===== src/rtl/trap_params.svh =====
`ifndef TRAP_PARAMS_SVH
`define TRAP_PARAMS_SVH

// First fetch address out of reset
`define RESET_PC            32'h0001_0000

// Traps land on the reset address
`define TRAP_VECTOR         `RESET_PC

// mret is a single fixed encoding
`define MRET_INSN           32'h3020_0073

// Major opcodes
`define OPC_OP_IMM          7'b0010011
`define OPC_JAL             7'b1101111
`define OPC_JALR            7'b1100111

// RISC-V mcause codes
`define MCAUSE_I_MISALIGN   32'd0
`define MCAUSE_ILLEGAL      32'd2

`endif


===== src/rtl/trap_pkg.sv =====
package trap_pkg;

    // Cause encoding handed from the exception controller to the CSRs
    typedef enum logic [1:0]
    {
        EXC_NONE       = 2'b00,
        EXC_I_MISALIGN = 2'b01,
        EXC_ILLEGAL    = 2'b10
    } exc_cause_e;

    // One instruction word, two field layouts
    typedef union packed
    {
        // I-type, used by addi and jalr
        struct packed
        {
            logic [11:0] imm;
            logic [4:0]  rs1;
            logic [2:0]  funct3;
            logic [4:0]  rd;
            logic [6:0]  opcode;
        } i;

        // J-type, immediate bits scattered as in the spec
        struct packed
        {
            logic        imm_20;
            logic [9:0]  imm_10_1;
            logic        imm_11;
            logic [7:0]  imm_19_12;
            logic [4:0]  rd;
            logic [6:0]  opcode;
        } j;
    } insn_u;

endpackage


===== src/rtl/pc_sequencer.sv =====
`timescale 1ns/100ps
`include "trap_params.svh"

module pc_sequencer
(
    input  logic        clk,
    input  logic        rst_n,
    input  logic        jump_taken,
    input  logic        trap_taken,
    input  logic        mret_taken,
    input  logic [31:0] jump_target,
    input  logic [31:0] redirect_pc,
    output logic [31:0] imem_addr,
    output logic [31:0] pc_d,
    output logic        misaligned_d,
    output logic        flush_d
);

    logic [31:0] pc;
    logic [31:0] next_pc;
    logic        redirect;

    // Trap and mret outrank a jump
    // A jump decoded from a flushed word does not count
    always_comb
    begin
        redirect = 1'b1;
        if (trap_taken || mret_taken)
        begin
            next_pc = redirect_pc;
        end
        else if (jump_taken && !flush_d)
        begin
            next_pc = jump_target;
        end
        else
        begin
            next_pc  = pc + 32'd4;
            redirect = 1'b0;
        end
    end

    // Fetch PC and decode-stage flags
    always_ff @(posedge clk)
    begin
        if (!rst_n)
        begin
            pc           <= `RESET_PC;
            misaligned_d <= 1'b0;
            // Word on insn right after reset is garbage
            flush_d      <= 1'b1;
        end
        else
        begin
            pc           <= next_pc;
            misaligned_d <= (pc[1:0] != 2'b00);
            flush_d      <= redirect;
        end
    end

    // PC of the word now on insn
    always_ff @(posedge clk)
    begin
        pc_d <= pc;
    end

    assign imem_addr = pc;

endmodule


===== src/rtl/insn_decoder.sv =====
`timescale 1ns/100ps
`include "trap_params.svh"

module insn_decoder
(
    input  logic [31:0] insn,
    input  logic [31:0] pc_d,
    output logic        illegal,
    output logic        jump_taken,
    output logic        is_mret,
    output logic [31:0] jump_target
);

    trap_pkg::insn_u word;
    logic            is_addi;
    logic            is_jal;
    logic            is_jalr;
    logic [31:0]     imm_i;
    logic [31:0]     imm_j;

    assign word = insn;

    // addi is accepted but has no effect here
    assign is_addi = (word.i.opcode == `OPC_OP_IMM) && (word.i.funct3 == 3'b000);

    assign is_jal = (word.j.opcode == `OPC_JAL);

    // Only the absolute form, rs1 = x0
    assign is_jalr = (word.i.opcode == `OPC_JALR)
                  && (word.i.funct3 == 3'b000)
                  && (word.i.rs1 == 5'd0);

    assign is_mret = (insn == `MRET_INSN);

    assign illegal = !(is_addi || is_jal || is_jalr || is_mret);

    assign jump_taken = is_jal || is_jalr;

    // Sign-extended immediates
    assign imm_i = {{20{word.i.imm[11]}}, word.i.imm};

    assign imm_j = {{11{word.j.imm_20}},
                    word.j.imm_20,
                    word.j.imm_19_12,
                    word.j.imm_11,
                    word.j.imm_10_1,
                    1'b0};

    // jal is PC relative, jalr from x0 is absolute
    always_comb
    begin
        if (is_jal)
        begin
            jump_target = pc_d + imm_j;
        end
        else
        begin
            jump_target = imm_i & ~32'd1;
        end
    end

endmodule


===== src/rtl/exception_ctrl.sv =====
`timescale 1ns/100ps
`include "trap_params.svh"

module exception_ctrl
(
    input  logic                  i_addr_misaligned,
    input  logic                  illegal_ir,
    input  logic                  jump,
    input  logic [31:0]           pc_of_i_addr_misaligned,
    input  logic [31:0]           ir_in_question,
    input  logic [31:0]           pc_of_illegal_ir,
    output trap_pkg::exc_cause_e  exception_cause,
    output logic [31:0]           exception_epc,
    output logic [31:0]           exception_tval
);

    // Word behind a pending jump never executes, so it cannot trap
    always_comb
    begin
        if (jump)
            exception_cause = trap_pkg::EXC_NONE;
        else if (illegal_ir)
            exception_cause = trap_pkg::EXC_ILLEGAL;
        else if (i_addr_misaligned)
            exception_cause = trap_pkg::EXC_I_MISALIGN;
        else
            exception_cause = trap_pkg::EXC_NONE;
    end

    // EPC and TVAL follow the chosen cause
    always_comb
    begin
        case (exception_cause)
            trap_pkg::EXC_ILLEGAL:
            begin
                exception_epc  = pc_of_illegal_ir;
                exception_tval = ir_in_question;
            end
            trap_pkg::EXC_I_MISALIGN:
            begin
                // Faulting address doubles as TVAL
                exception_epc  = pc_of_i_addr_misaligned;
                exception_tval = pc_of_i_addr_misaligned;
            end
            default:
            begin
                exception_epc  = `RESET_PC;
                exception_tval = 32'h0;
            end
        endcase
    end

endmodule


===== src/rtl/trap_csr.sv =====
`timescale 1ns/100ps
`include "trap_params.svh"

module trap_csr
(
    input  logic                  clk,
    input  logic                  rst_n,
    input  trap_pkg::exc_cause_e  exception_cause,
    input  logic [31:0]           exception_epc,
    input  logic [31:0]           exception_tval,
    input  logic                  is_mret,
    input  logic                  flush_d,
    output logic                  trap_taken,
    output logic                  mret_taken,
    output logic [31:0]           redirect_pc,
    output logic [31:0]           mepc,
    output logic [31:0]           mcause,
    output logic [31:0]           mtval
);

    logic [31:0] cause_code;

    assign trap_taken = (exception_cause != trap_pkg::EXC_NONE);

    // mret from a flushed word or alongside a trap is dropped
    assign mret_taken = is_mret && !flush_d && !trap_taken;

    // Only meaningful while trap_taken or mret_taken is high
    assign redirect_pc = trap_taken ? `TRAP_VECTOR : mepc;

    // Internal cause to RISC-V mcause code
    always_comb
    begin
        case (exception_cause)
            trap_pkg::EXC_ILLEGAL:    cause_code = `MCAUSE_ILLEGAL;
            trap_pkg::EXC_I_MISALIGN: cause_code = `MCAUSE_I_MISALIGN;
            default:                  cause_code = mcause;
        endcase
    end

    // Machine trap CSRs, written only on a trap
    always_ff @(posedge clk)
    begin
        if (!rst_n)
        begin
            mepc   <= 32'h0;
            mcause <= 32'h0;
            mtval  <= 32'h0;
        end
        else if (trap_taken)
        begin
            mepc   <= exception_epc;
            mcause <= cause_code;
            mtval  <= exception_tval;
        end
    end

endmodule


===== src/rtl/trap_core.sv =====
`timescale 1ns/100ps

module trap_core
(
    input  logic        clk,
    input  logic        rst_n,
    input  logic [31:0] insn,
    output logic [31:0] imem_addr,
    output logic        trap_taken,
    output logic [31:0] mepc,
    output logic [31:0] mcause,
    output logic [31:0] mtval
);

    logic                 jump_taken;
    logic                 mret_taken;
    logic                 is_mret;
    logic                 illegal;
    logic                 misaligned_d;
    logic                 flush_d;
    logic [31:0]          pc_d;
    logic [31:0]          jump_target;
    logic [31:0]          redirect_pc;
    trap_pkg::exc_cause_e exception_cause;
    logic [31:0]          exception_epc;
    logic [31:0]          exception_tval;

    pc_sequencer pc_sequencer_i
    (
        .clk          (clk),
        .rst_n        (rst_n),
        .jump_taken   (jump_taken),
        .trap_taken   (trap_taken),
        .mret_taken   (mret_taken),
        .jump_target  (jump_target),
        .redirect_pc  (redirect_pc),
        .imem_addr    (imem_addr),
        .pc_d         (pc_d),
        .misaligned_d (misaligned_d),
        .flush_d      (flush_d)
    );

    insn_decoder insn_decoder_i
    (
        .insn        (insn),
        .pc_d        (pc_d),
        .illegal     (illegal),
        .jump_taken  (jump_taken),
        .is_mret     (is_mret),
        .jump_target (jump_target)
    );

    // Flushed decode slot acts as the pending jump
    exception_ctrl exception_ctrl_i
    (
        .i_addr_misaligned       (misaligned_d),
        .illegal_ir              (illegal),
        .jump                    (flush_d),
        .pc_of_i_addr_misaligned (pc_d),
        .ir_in_question          (insn),
        .pc_of_illegal_ir        (pc_d),
        .exception_cause         (exception_cause),
        .exception_epc           (exception_epc),
        .exception_tval          (exception_tval)
    );

    trap_csr trap_csr_i
    (
        .clk             (clk),
        .rst_n           (rst_n),
        .exception_cause (exception_cause),
        .exception_epc   (exception_epc),
        .exception_tval  (exception_tval),
        .is_mret         (is_mret),
        .flush_d         (flush_d),
        .trap_taken      (trap_taken),
        .mret_taken      (mret_taken),
        .redirect_pc     (redirect_pc),
        .mepc            (mepc),
        .mcause          (mcause),
        .mtval           (mtval)
    );

endmodule


===== config.mk =====
export PLATFORM = sky130hd
export DESIGN_NAME = trap_core
export DESIGN_NICKNAME = d
export VERILOG_FILES = /design/src/rtl/trap_pkg.sv /design/src/rtl/pc_sequencer.sv /design/src/rtl/insn_decoder.sv /design/src/rtl/exception_ctrl.sv /design/src/rtl/trap_csr.sv /design/src/rtl/trap_core.sv
export VERILOG_INCLUDE_DIRS = /design/src /design/src/rtl
export SDC_FILE = /design/constraint.sdc
export NUM_CORES = 1
export LEC_CHECK = 0
export BUFFER_PORTS_ARGS = -buffer_cell sky130_fd_sc_hd__buf_2
export CORE_MARGIN = 2
export CORE_UTILIZATION = 51
export DETAILED_ROUTE_END_ITERATION = 10
export PLACE_DENSITY = 0.78
export SETUP_SLACK_MARGIN = 0.05
export SLEW_MARGIN = 40
export SYNTH_ARGS = -nofsm -noshare
export SYNTH_HDL_FRONTEND = slang
export SYNTH_HIERARCHICAL = 1
export SYNTH_SLANG_ARGS = --single-unit

===== constraint.sdc =====
create_clock -name clk -period 3.93 [get_ports clk]
set_clock_uncertainty 0.2 [all_clocks]
set_input_delay 0.786 -clock clk [delete_from_list [all_inputs] [get_ports clk]]
set_output_delay 0.786 -clock clk [all_outputs]
set_load 0.01 [all_outputs]

# == Yosys cells after proc, flatten, opt, wreduce, memory -nomap -nowiden ==
# Cells that the tools add are included.
# op_classes
mul,0
n_mux,11
reduce_logical,21
bitwise_logic,1
shift,0
div,0
eq_ne,6
n_lt_le_gt_ge,0
addsub,2
# ops
op,count
2-to-1 mux 32 bit,5
one-hot mux 32 bit (2 select lines),2
"adder 32 x 3 -> 32 bit, second input constant",1
adder 32 bit,1
"== test 32 x 30 -> 1 bit, second input constant",1
"== test 7 bit, second input constant",2
"== test 7 x 5 -> 1 bit, second input constant",1
logical AND 1 bit,6
nonzero test 2 bit,3
zero test 5 bit,1
logical OR 1 bit,5
2-to-1 mux 2 bit,2
OR reduction 2 bit,2
zero test 3 bit,1
"== test 2 x 1 -> 1 bit, second input constant",1
"== test 2 bit, second input constant",1
zero test 1 bit,2
2-to-1 mux 1 bit,2
AND reduction 2 bit,1
NOT 1 bit,1
# totals
wordCells,48
ff_bits,162
latch_bits,0
ramBits,0
in_bits,34
n_memories,0
romBits,0

# == Logic depth before layout (Yosys ltp) ==
# Gate-level depths: netlist (run 1).
# logic_depth
depth_word,12
depth_mapped,19
mapped_depth_nobuf,17

# == Hierarchy ==
# Netlist (run 1), hierarchy kept.
# by_module_without_submodules
mod,area_each_um2,cells_per_inst,instances
trap_csr,2894.0,284,1
pc_sequencer,2538.7,262,1
insn_decoder,1898.1,290,1
exception_ctrl,870.8,183,1

# == Worst setup path before layout (run 1) ==
# OpenSTA, ideal clock, no wires.
# synth_timing
path_type,input to register
start,input port insn[27]
end,"register pc_sequencer_i.pc[16], in the netlist pc_sequencer_i/imem_addr[16]"
path_buffers,4
arrival_time_ns,3.746
setup_slack_ns,-0.147
cell_stages,17
path_cell_list,or4b_2 > nor3_1 > and3_1 > nor3_1 > nor2_1 > and2_1 > inv_1 > ha_1 > buf_4 > buf_2 > nand2_1 > nor2_1 > or2_4 > buf_2 > clkbuf_1 > a221oi_1 > o31ai_1
# synth_via
elab_chain_cells,9
word_cells_on_any_way,14
cone_classes,1 x add/sub; 1 x eq/ne; 6 x mux; 6 x reduce/logical
# synth_rtl
item,line,source
from (decl),trap_core.sv:7,"input logic [31:0] insn,"
== test 32 x 30 -> 1 bit (no line),-,
net is_mret,trap_core.sv:17,logic is_mret;
logical OR 1 bit,insn_decoder.sv:35,assign illegal = !(is_addi || is_jal || is_jalr || is_mret);
2-to-1 mux 2 bit,exception_ctrl.sv:22,else if (illegal_ir)
2-to-1 mux 2 bit,exception_ctrl.sv:20,if (jump)
net exception_cause[0],trap_core.sv:24,trap_pkg::exc_cause_e exception_cause;
nonzero test 2 bit,trap_csr.sv:23,assign trap_taken = (exception_cause != trap_pkg::EXC_NONE);
zero test 1 bit,trap_csr.sv:26,assign mret_taken = is_mret && !flush_d && !trap_taken;
logical AND 1 bit,trap_csr.sv:26,
net mret_taken,trap_core.sv:16,logic mret_taken;
logical OR 1 bit,pc_sequencer.sv:28,if (trap_taken || mret_taken)
2-to-1 mux 32 bit,pc_sequencer.sv:28,
to (signal assigned),pc_sequencer.sv:48,pc <= `RESET_PC;
to (signal assigned),pc_sequencer.sv:55,pc <= next_pc;
to (decl),pc_sequencer.sv:19,logic [31:0] pc;
# The timed path passes the listed nets, and every way through them passes these cells.
# A chain may end at the register's enable or synchronous reset.

# == Worst setup path in the final report (run 1) ==
# layout_timing
start,input port insn[27]
end,output port trap_taken
# layout_via
elab_chain_cells,5
# layout_rtl
item,line,source
== test 32 x 30 -> 1 bit (no line),-,
net is_mret,trap_core.sv:17,
logical OR 1 bit,insn_decoder.sv:35,
2-to-1 mux 2 bit,exception_ctrl.sv:22,
2-to-1 mux 2 bit,exception_ctrl.sv:20,
net exception_cause[0],trap_core.sv:24,
nonzero test 2 bit,trap_csr.sv:23,
to (decl),trap_core.sv:9,"output logic trap_taken,"
# The timed path passes the listed nets, and every way through them passes these cells.

==> results.yml, run 1 <==
status:
  run_status: "completed"
place:
  placedCellCount: 1354
  gp_congestion: 0.959
  io_buffers: 131
  dpl_cell_area_um2: 9090
  dpl.hpwl_um: 18800
setup_path:
  crit_arrival_ns: 2.78
  path_class: "in2out"
  worstPathRequired_ns: 2.94
  critPathCaptureType: "output port"
  crit_fanout: 4
  cp-start-kind: "input pin"
yosys:
  synthArstFlopShare: 0
  synth_area_um2: 8200
  yosys-top-cells-count: "nand2_1, dfxtp_1, a21oi_1"
  synth.top_cell.area_share: 0.320
  synth_cells: 1019
  synth_edf_count: 0
  yosysTopAreaCell: "dfxtp_1"
  synth_area_leaders: "dfxtp_1, nand2_1, a21oi_1"
  ys_ff_latch: 131
  synth_warnings: 6
  synth_most_common_cell: "nand2_1"
  yosysSeqAreaShare: 0.320
  synth_cell_types: 68
  avgSynthCellArea_um2: 8.05
  ys.flop_type: "dfxtp_1"
timing:
  hold_viol_final: 0
  maxSlewHeadroom: 0.482
  tightest_slew_ns: 0.778
  period_share: 0.959
  hold_ws_ns: 0.189
  drv_slew: 0
  setup_viol: 0
  rsz0062_at_grt: "false"
  fmax_mhz: 265
  min_period_ns: 3.77
clocking:
  cts_hold_buf: 0
  cts_sinks: 131
  cts_setup_buffers: 0
  clk_pin_slew_ns: 0.06
  cts_buffers: 17
  clkLatencyLatePin_ns: 0.42
  cts-resized-gates: 0
  clk_path_buf_depth: 2
  htree_levels: 4
  cts-root-buf: "clkbuf_16"
  cts_tree: "built"
detailed_routing:
  via_per_inst: 5.68
  firstDrtPassIters: 6
  routed_wl_um: 25000
  wl_per_cell_um: 18.0
  drt_iter0_drc: 839
  antenna_left: 0
  drc: 0
  vias: 7879
pwr:
  p_total_mw: 3.39
  pwr-share-seq: 0.406
  pwr_density_cell_nw_per_um2: 350
  comb_power_share: 0.126
  internal-power_mw: 2.45
  p_sw_frac: 0.277
  p_leak_nw: 4.29
  p_clk_frac: 0.468
  irDropWorstVdd_mv: 0.322
  power_switching_mw: 0.940
global_routing:
  overflow: 0
  grt_pass1_wl_um: 38600
  grt_usage: 0.294
  grt_max_degree: 79
  antenna_found_initial: 0
  first_global_vias: 6980
worst_hold_path:
  hp-class: "reg2reg"
cells_and_area:
  final_cells: 1386
  drive_gt1_frac: 0.204
  area_delta_synth_final_pct: 18.0
  stdcell_area_um2: 9680
  nets: 1227
  insertedDiodeCount: 0
floorplan:
  coreArea_um2: 15800
  die_x_um: 131
  pin_count: 163
  die_area_um2: 17100
  die_h_um: 131
  start_util: 0.518
  std_cell_rows: 46
job:
  maxCapViolations: 0
final timing paths:
check | start | endpoint | slack (ns) | cells after the start
max | insn[27] | trap_taken | 0.16 | 11
min | pc_sequencer_i/imem_addr[30] | pc_sequencer_i/pc_d[30] | 0.19 | 0
max reg2reg | pc_sequencer_i/pc_d[1] | pc_sequencer_i/imem_addr[31] | 0.52 | 18
min reg2reg | pc_sequencer_i/imem_addr[30] | pc_sequencer_i/pc_d[30] | 0.19 | 0
layout by cell type, fill, tap and decap left out, types with 33 or more instances in the layout:
cell type / instances
o21a_1: 38
buf_2: 131
nor2_1: 35
nor2b_1: 66
o21ai_0: 39
nand2_1: 167
buf_4: 45
and2_1: 35
mux2i_1: 33
xor2_1: 38
a21oi_1: 97
dfxtp_1: 131
ha_1: 33
area by class of cell:
type	count	area (um^2)
Multi-Input combinational cell	810	5050
Clock buffer	18	429
Tap cell	216	270
Clock inverter	14	151
Fill cell	1429	6150
Timing Repair Buffer	181	1090
Inverter	16	60.1
Sequential cell	131	2620
per-layer routing:
| metal | routed length [um] | global-route usage |
|---|---|---|
| met5 | 0 | 0 |
| met4 | 522 | 0.0901 |
| met3 | 2570 | 0.0594 |
| met2 | 10400 | 0.417 |
| met1 | 11500 | 0.446 |
cells by family (layout without fill, tap and decap cells):
group | after synthesis | count (layout) | synth area share
adders and majority gates | 36 | 36 | 0.0558
and+or+nand+nor | 384 | 384 | 0.235
buffers and inverters | 108 | 229 | 0.0822
other | 1 | 31 | 0.000457
AOI/OAI and AO/OA | 271 | 271 | 0.208
muxes | 33 | 33 | 0.0403
xor gates and xnor gates | 55 | 55 | 0.0587
DFF | 131 | 131 | 0.320
worst max-delay path, cell delays in order:
cell and delay [ns]:
buf_2 0.11, or4b_2 0.70, nor3_1 0.14, and3_1 0.22
nor3_2 0.06, nor2_2 0.11, and2_4 0.15, inv_1 0.05
ha_4 0.18, inv_1 0.10, buf_2 0.16
power groups by stage:
stage,sequential [mW],combinational (mW),clock (mW)
2_1_floorplan,1.40,0.303,0
3_3_place_gp,1.40,0.410,0
3_5_place_dp,1.40,0.413,0
4_1_cts,1.38,0.418,1.60
5_1_grt,1.38,0.464,1.67
6_report,1.38,0.426,1.59
stage by stage:
stage          setup TNS (ns)  utilization  worst slack [ns]
2_1_floorplan               0            -            0.0599
3_3_place_gp                0        0.574            0.0921
3_5_place_dp        -0.000961        0.574         -0.000961
4_1_cts                     0        0.611             0.120
5_1_grt                     0        0.612            0.0590
6_report                    0        0.612             0.160
state kept, by name, summed over array words and instances, names as in the netlist:
register	count
pc_sequencer_i/pc_d	32
trap_csr_i/mtval	32
pc_sequencer_i/flush_d	1
pc_sequencer_i/misaligned_d	1
trap_csr_i/mcause	1
pc_sequencer_i/imem_addr	32
trap_csr_i/mepc	32
(Power assumes the default switching activity.)
==> run 2, diff against run 1 <==
Settings changed: CORE_UTILIZATION 51 to 49, PLACE_DENSITY 0.78 to 0.76, SYNTH_HIERARCHICAL 1 to unset.
==> run 2 against run 1 <==
  * Register-to-register slack better by 0.11 ns
  * Die area decreased by 9.5%
  * Final area fell by 10%
  * Total power down 3.0%
  * Synthesized area is 13% lower
  * Critical path type unchanged
  * Worst hold slack better by 0.00088 ns
  * Clock-buffer cell count up 1
  * Largest cell class unchanged
  * Highest routed layer unchanged
  * Routed wire length down 9.3%
  * Final cell count fell by 16%
  * First-iteration DRC count grew 4.6%
  * Maximum frequency is 1.8% lower
  * Global-route usage is 0.30 points lower
==> results.yml, run 2 <==
yosys:
  synth_warnings: 0
  synthArstFlopShare: 0
  avgSynthCellArea_um2: 8.58
  yosysSeqAreaShare: 0.369
  synth_cells: 829
  ys_ff_latch: 131
  yosysTopAreaCell: "dfxtp_1"
  ys.flop_type: "dfxtp_1"
  synth_area_um2: 7110
  yosys-top-cells-count: "dfxtp_1, nand2_1, nor2b_1"
  synth_most_common_cell: "dfxtp_1"
  synth_edf_count: 0
  synth_area_leaders: "dfxtp_1, nor2b_1, ha_1"
  synth.top_cell.area_share: 0.369
  synth_cell_types: 63
cells_and_area:
  final_cell_mix: "buf_2, dfxtp_1, nand2_1, nor2b_1, a21oi_1"
  final_cells: 1163
  nFillCells: 1252
  stdcell_area_um2: 8660
  drive_gt1_frac: 0.225
  nets: 1035
  area_delta_synth_final_pct: 21.8
  insertedDiodeCount: 0
place:
  gp_congestion: 0.950
  dpl.hpwl_um: 16400
  placedCellCount: 1129
  dpl_cell_area_um2: 8010
  io_buffers: 131
timing:
  hold_viol_final: 0
  hold_ws_ns: 0.190
  tightest_slew_ns: 0.565
  drv_slew: 0
  rsz0062_at_grt: "false"
  setup_viol: 0
  min_period_ns: 3.84
  fmax_mhz: 260
  maxSlewHeadroom: 0.624
  period_share: 0.977
global_routing:
  antenna_found_initial: 0
  grt_pass1_wl_um: 35900
  grt_usage: 0.291
  first_global_vias: 6596
  overflow: 0
  grt_max_degree: 39
detailed_routing:
  drt_iter0_drc: 878
  routed_wl_um: 22700
  drc: 0
  antenna_left: 0
  vias: 7040
  wl_per_cell_um: 19.5
  via_per_inst: 6.05
  firstDrtPassIters: 6
floorplan:
  start_util: 0.495
  die_area_um2: 15500
  pin_count: 163
  die_x_um: 124
  die_h_um: 124
  coreArea_um2: 14400
  std_cell_rows: 44
clocking:
  clk_path_buf_depth: 2
  clkLatencyLatePin_ns: 0.42
  cts_sinks: 131
  cts-root-buf: "clkbuf_16"
  cts_tree: "built"
  htree_levels: 4
  clk_pin_slew_ns: 0.06
  cts_hold_buf: 0
  cts_buffers: 17
worst_hold_path:
  min_from: "pc_sequencer_i.imem_addr[28]"
  hp-class: "reg2reg"
setup_path:
  crit_fanout: 6
  cp-startpoint: "insn[7]"
  timing.rr.start: "pc_sequencer_i.pc_d[1]"
  crit_arrival_ns: 2.86
  critPathCaptureType: "output port"
  worstPathRequired_ns: 2.94
  path_class: "in2out"
  cp-start-kind: "input pin"
pwr:
  pwr_density_cell_nw_per_um2: 379
  p_leak_nw: 3.83
  irDropWorstVdd_mv: 0.265
status:
  run_status: "completed"
job:
  maxCapViolations: 0
-- run 2: final timing paths --
| check | cells after the start | slack [ns] | endpoint |
|---|---|---|---|
| worst max-delay path | 11 | 0.09 | trap_taken |
| worst min-delay path | 0 | 0.19 | pc_sequencer_i.pc_d[28] |
| worst max register to register | 14 | 0.63 | pc_sequencer_i.imem_addr[23] |
| worst min register to register | 0 | 0.19 | pc_sequencer_i.pc_d[28] |
-- run 2: worst max-delay path: stages --
cell,delay [ns]
buf_2,0.13
nor4b_1,0.35
nand4_1,0.19
nor4_2,0.18
nand4_1,0.19
o21a_1,0.19
o21ai_2,0.16
nand3b_1,0.16
ha_2,0.26
inv_1,0.12
buf_2,0.15
-- run 2: routing by layer --
metal	vias up	global-route usage	wire (um)
met4	0	0.130	711
met3	51	0.0683	2080
met2	370	0.441	10100
met1	3357	0.396	9830
met5	-	0	0
li1	3262	-	-
-- run 2: logic make-up (layout without fill, tap and decap cells) --
kind of cell,count (synthesis),count (layout),synth area share
buffers and inverters,98,218,0.0693
other,1,31,0.000527
muxes,1,1,0.00141
xor gates and xnor gates,49,49,0.0603
adders and majority gates,35,35,0.0626
DFF,131,131,0.369
AOI/OAI and AO/OA,247,247,0.241
and+or+nand+nor,267,267,0.196
-- run 2: power breakdown --
group / internal [mW] / leakage [nW] / total [mW] / switching, mW
Clock: 1.06 / 0.293 / 1.65 / 0.595
Sequential: 1.34 / 1.06 / 1.36 / 0.0158
Combinational: 0.101 / 2.47 / 0.273 / 0.172
-- run 2: metrics by stage --
step                total power, mW  TNS [ns]  worst slack [ns]  utilization
finish                         3.29         0            0.0888        0.603
global route                   3.39         0            0.0381        0.603
CTS                            3.30         0            0.0866        0.601
detailed placement             1.65     -1.30           -0.0675        0.557
global placement               1.65         0            0.0760        0.557
floorplan                      1.56         0             0.253            -
-- run 2: what timing repair did --
item | in CTS | in global routing
endpoints found under the setup margin | 1 | 1
resized for setup | 2 | 2
cloned | 0 | 0
pin swaps | 0 | 0
buffers inserted | 0 | 2
-- run 2: area by class of cell --
| class | count | area, um^2 | area share |
|---|---|---|---|
| tap | 184 | 230 | 0.0266 |
| timing repair buffer | 172 | 1000 | 0.116 |
| clock inverter | 13 | 184 | 0.0212 |
| clock buffer | 19 | 433 | 0.0500 |
| multi-input combinational | 630 | 4140 | 0.478 |
| inverter | 14 | 52.6 | 0.00606 |
| sequential | 131 | 2620 | 0.303 |
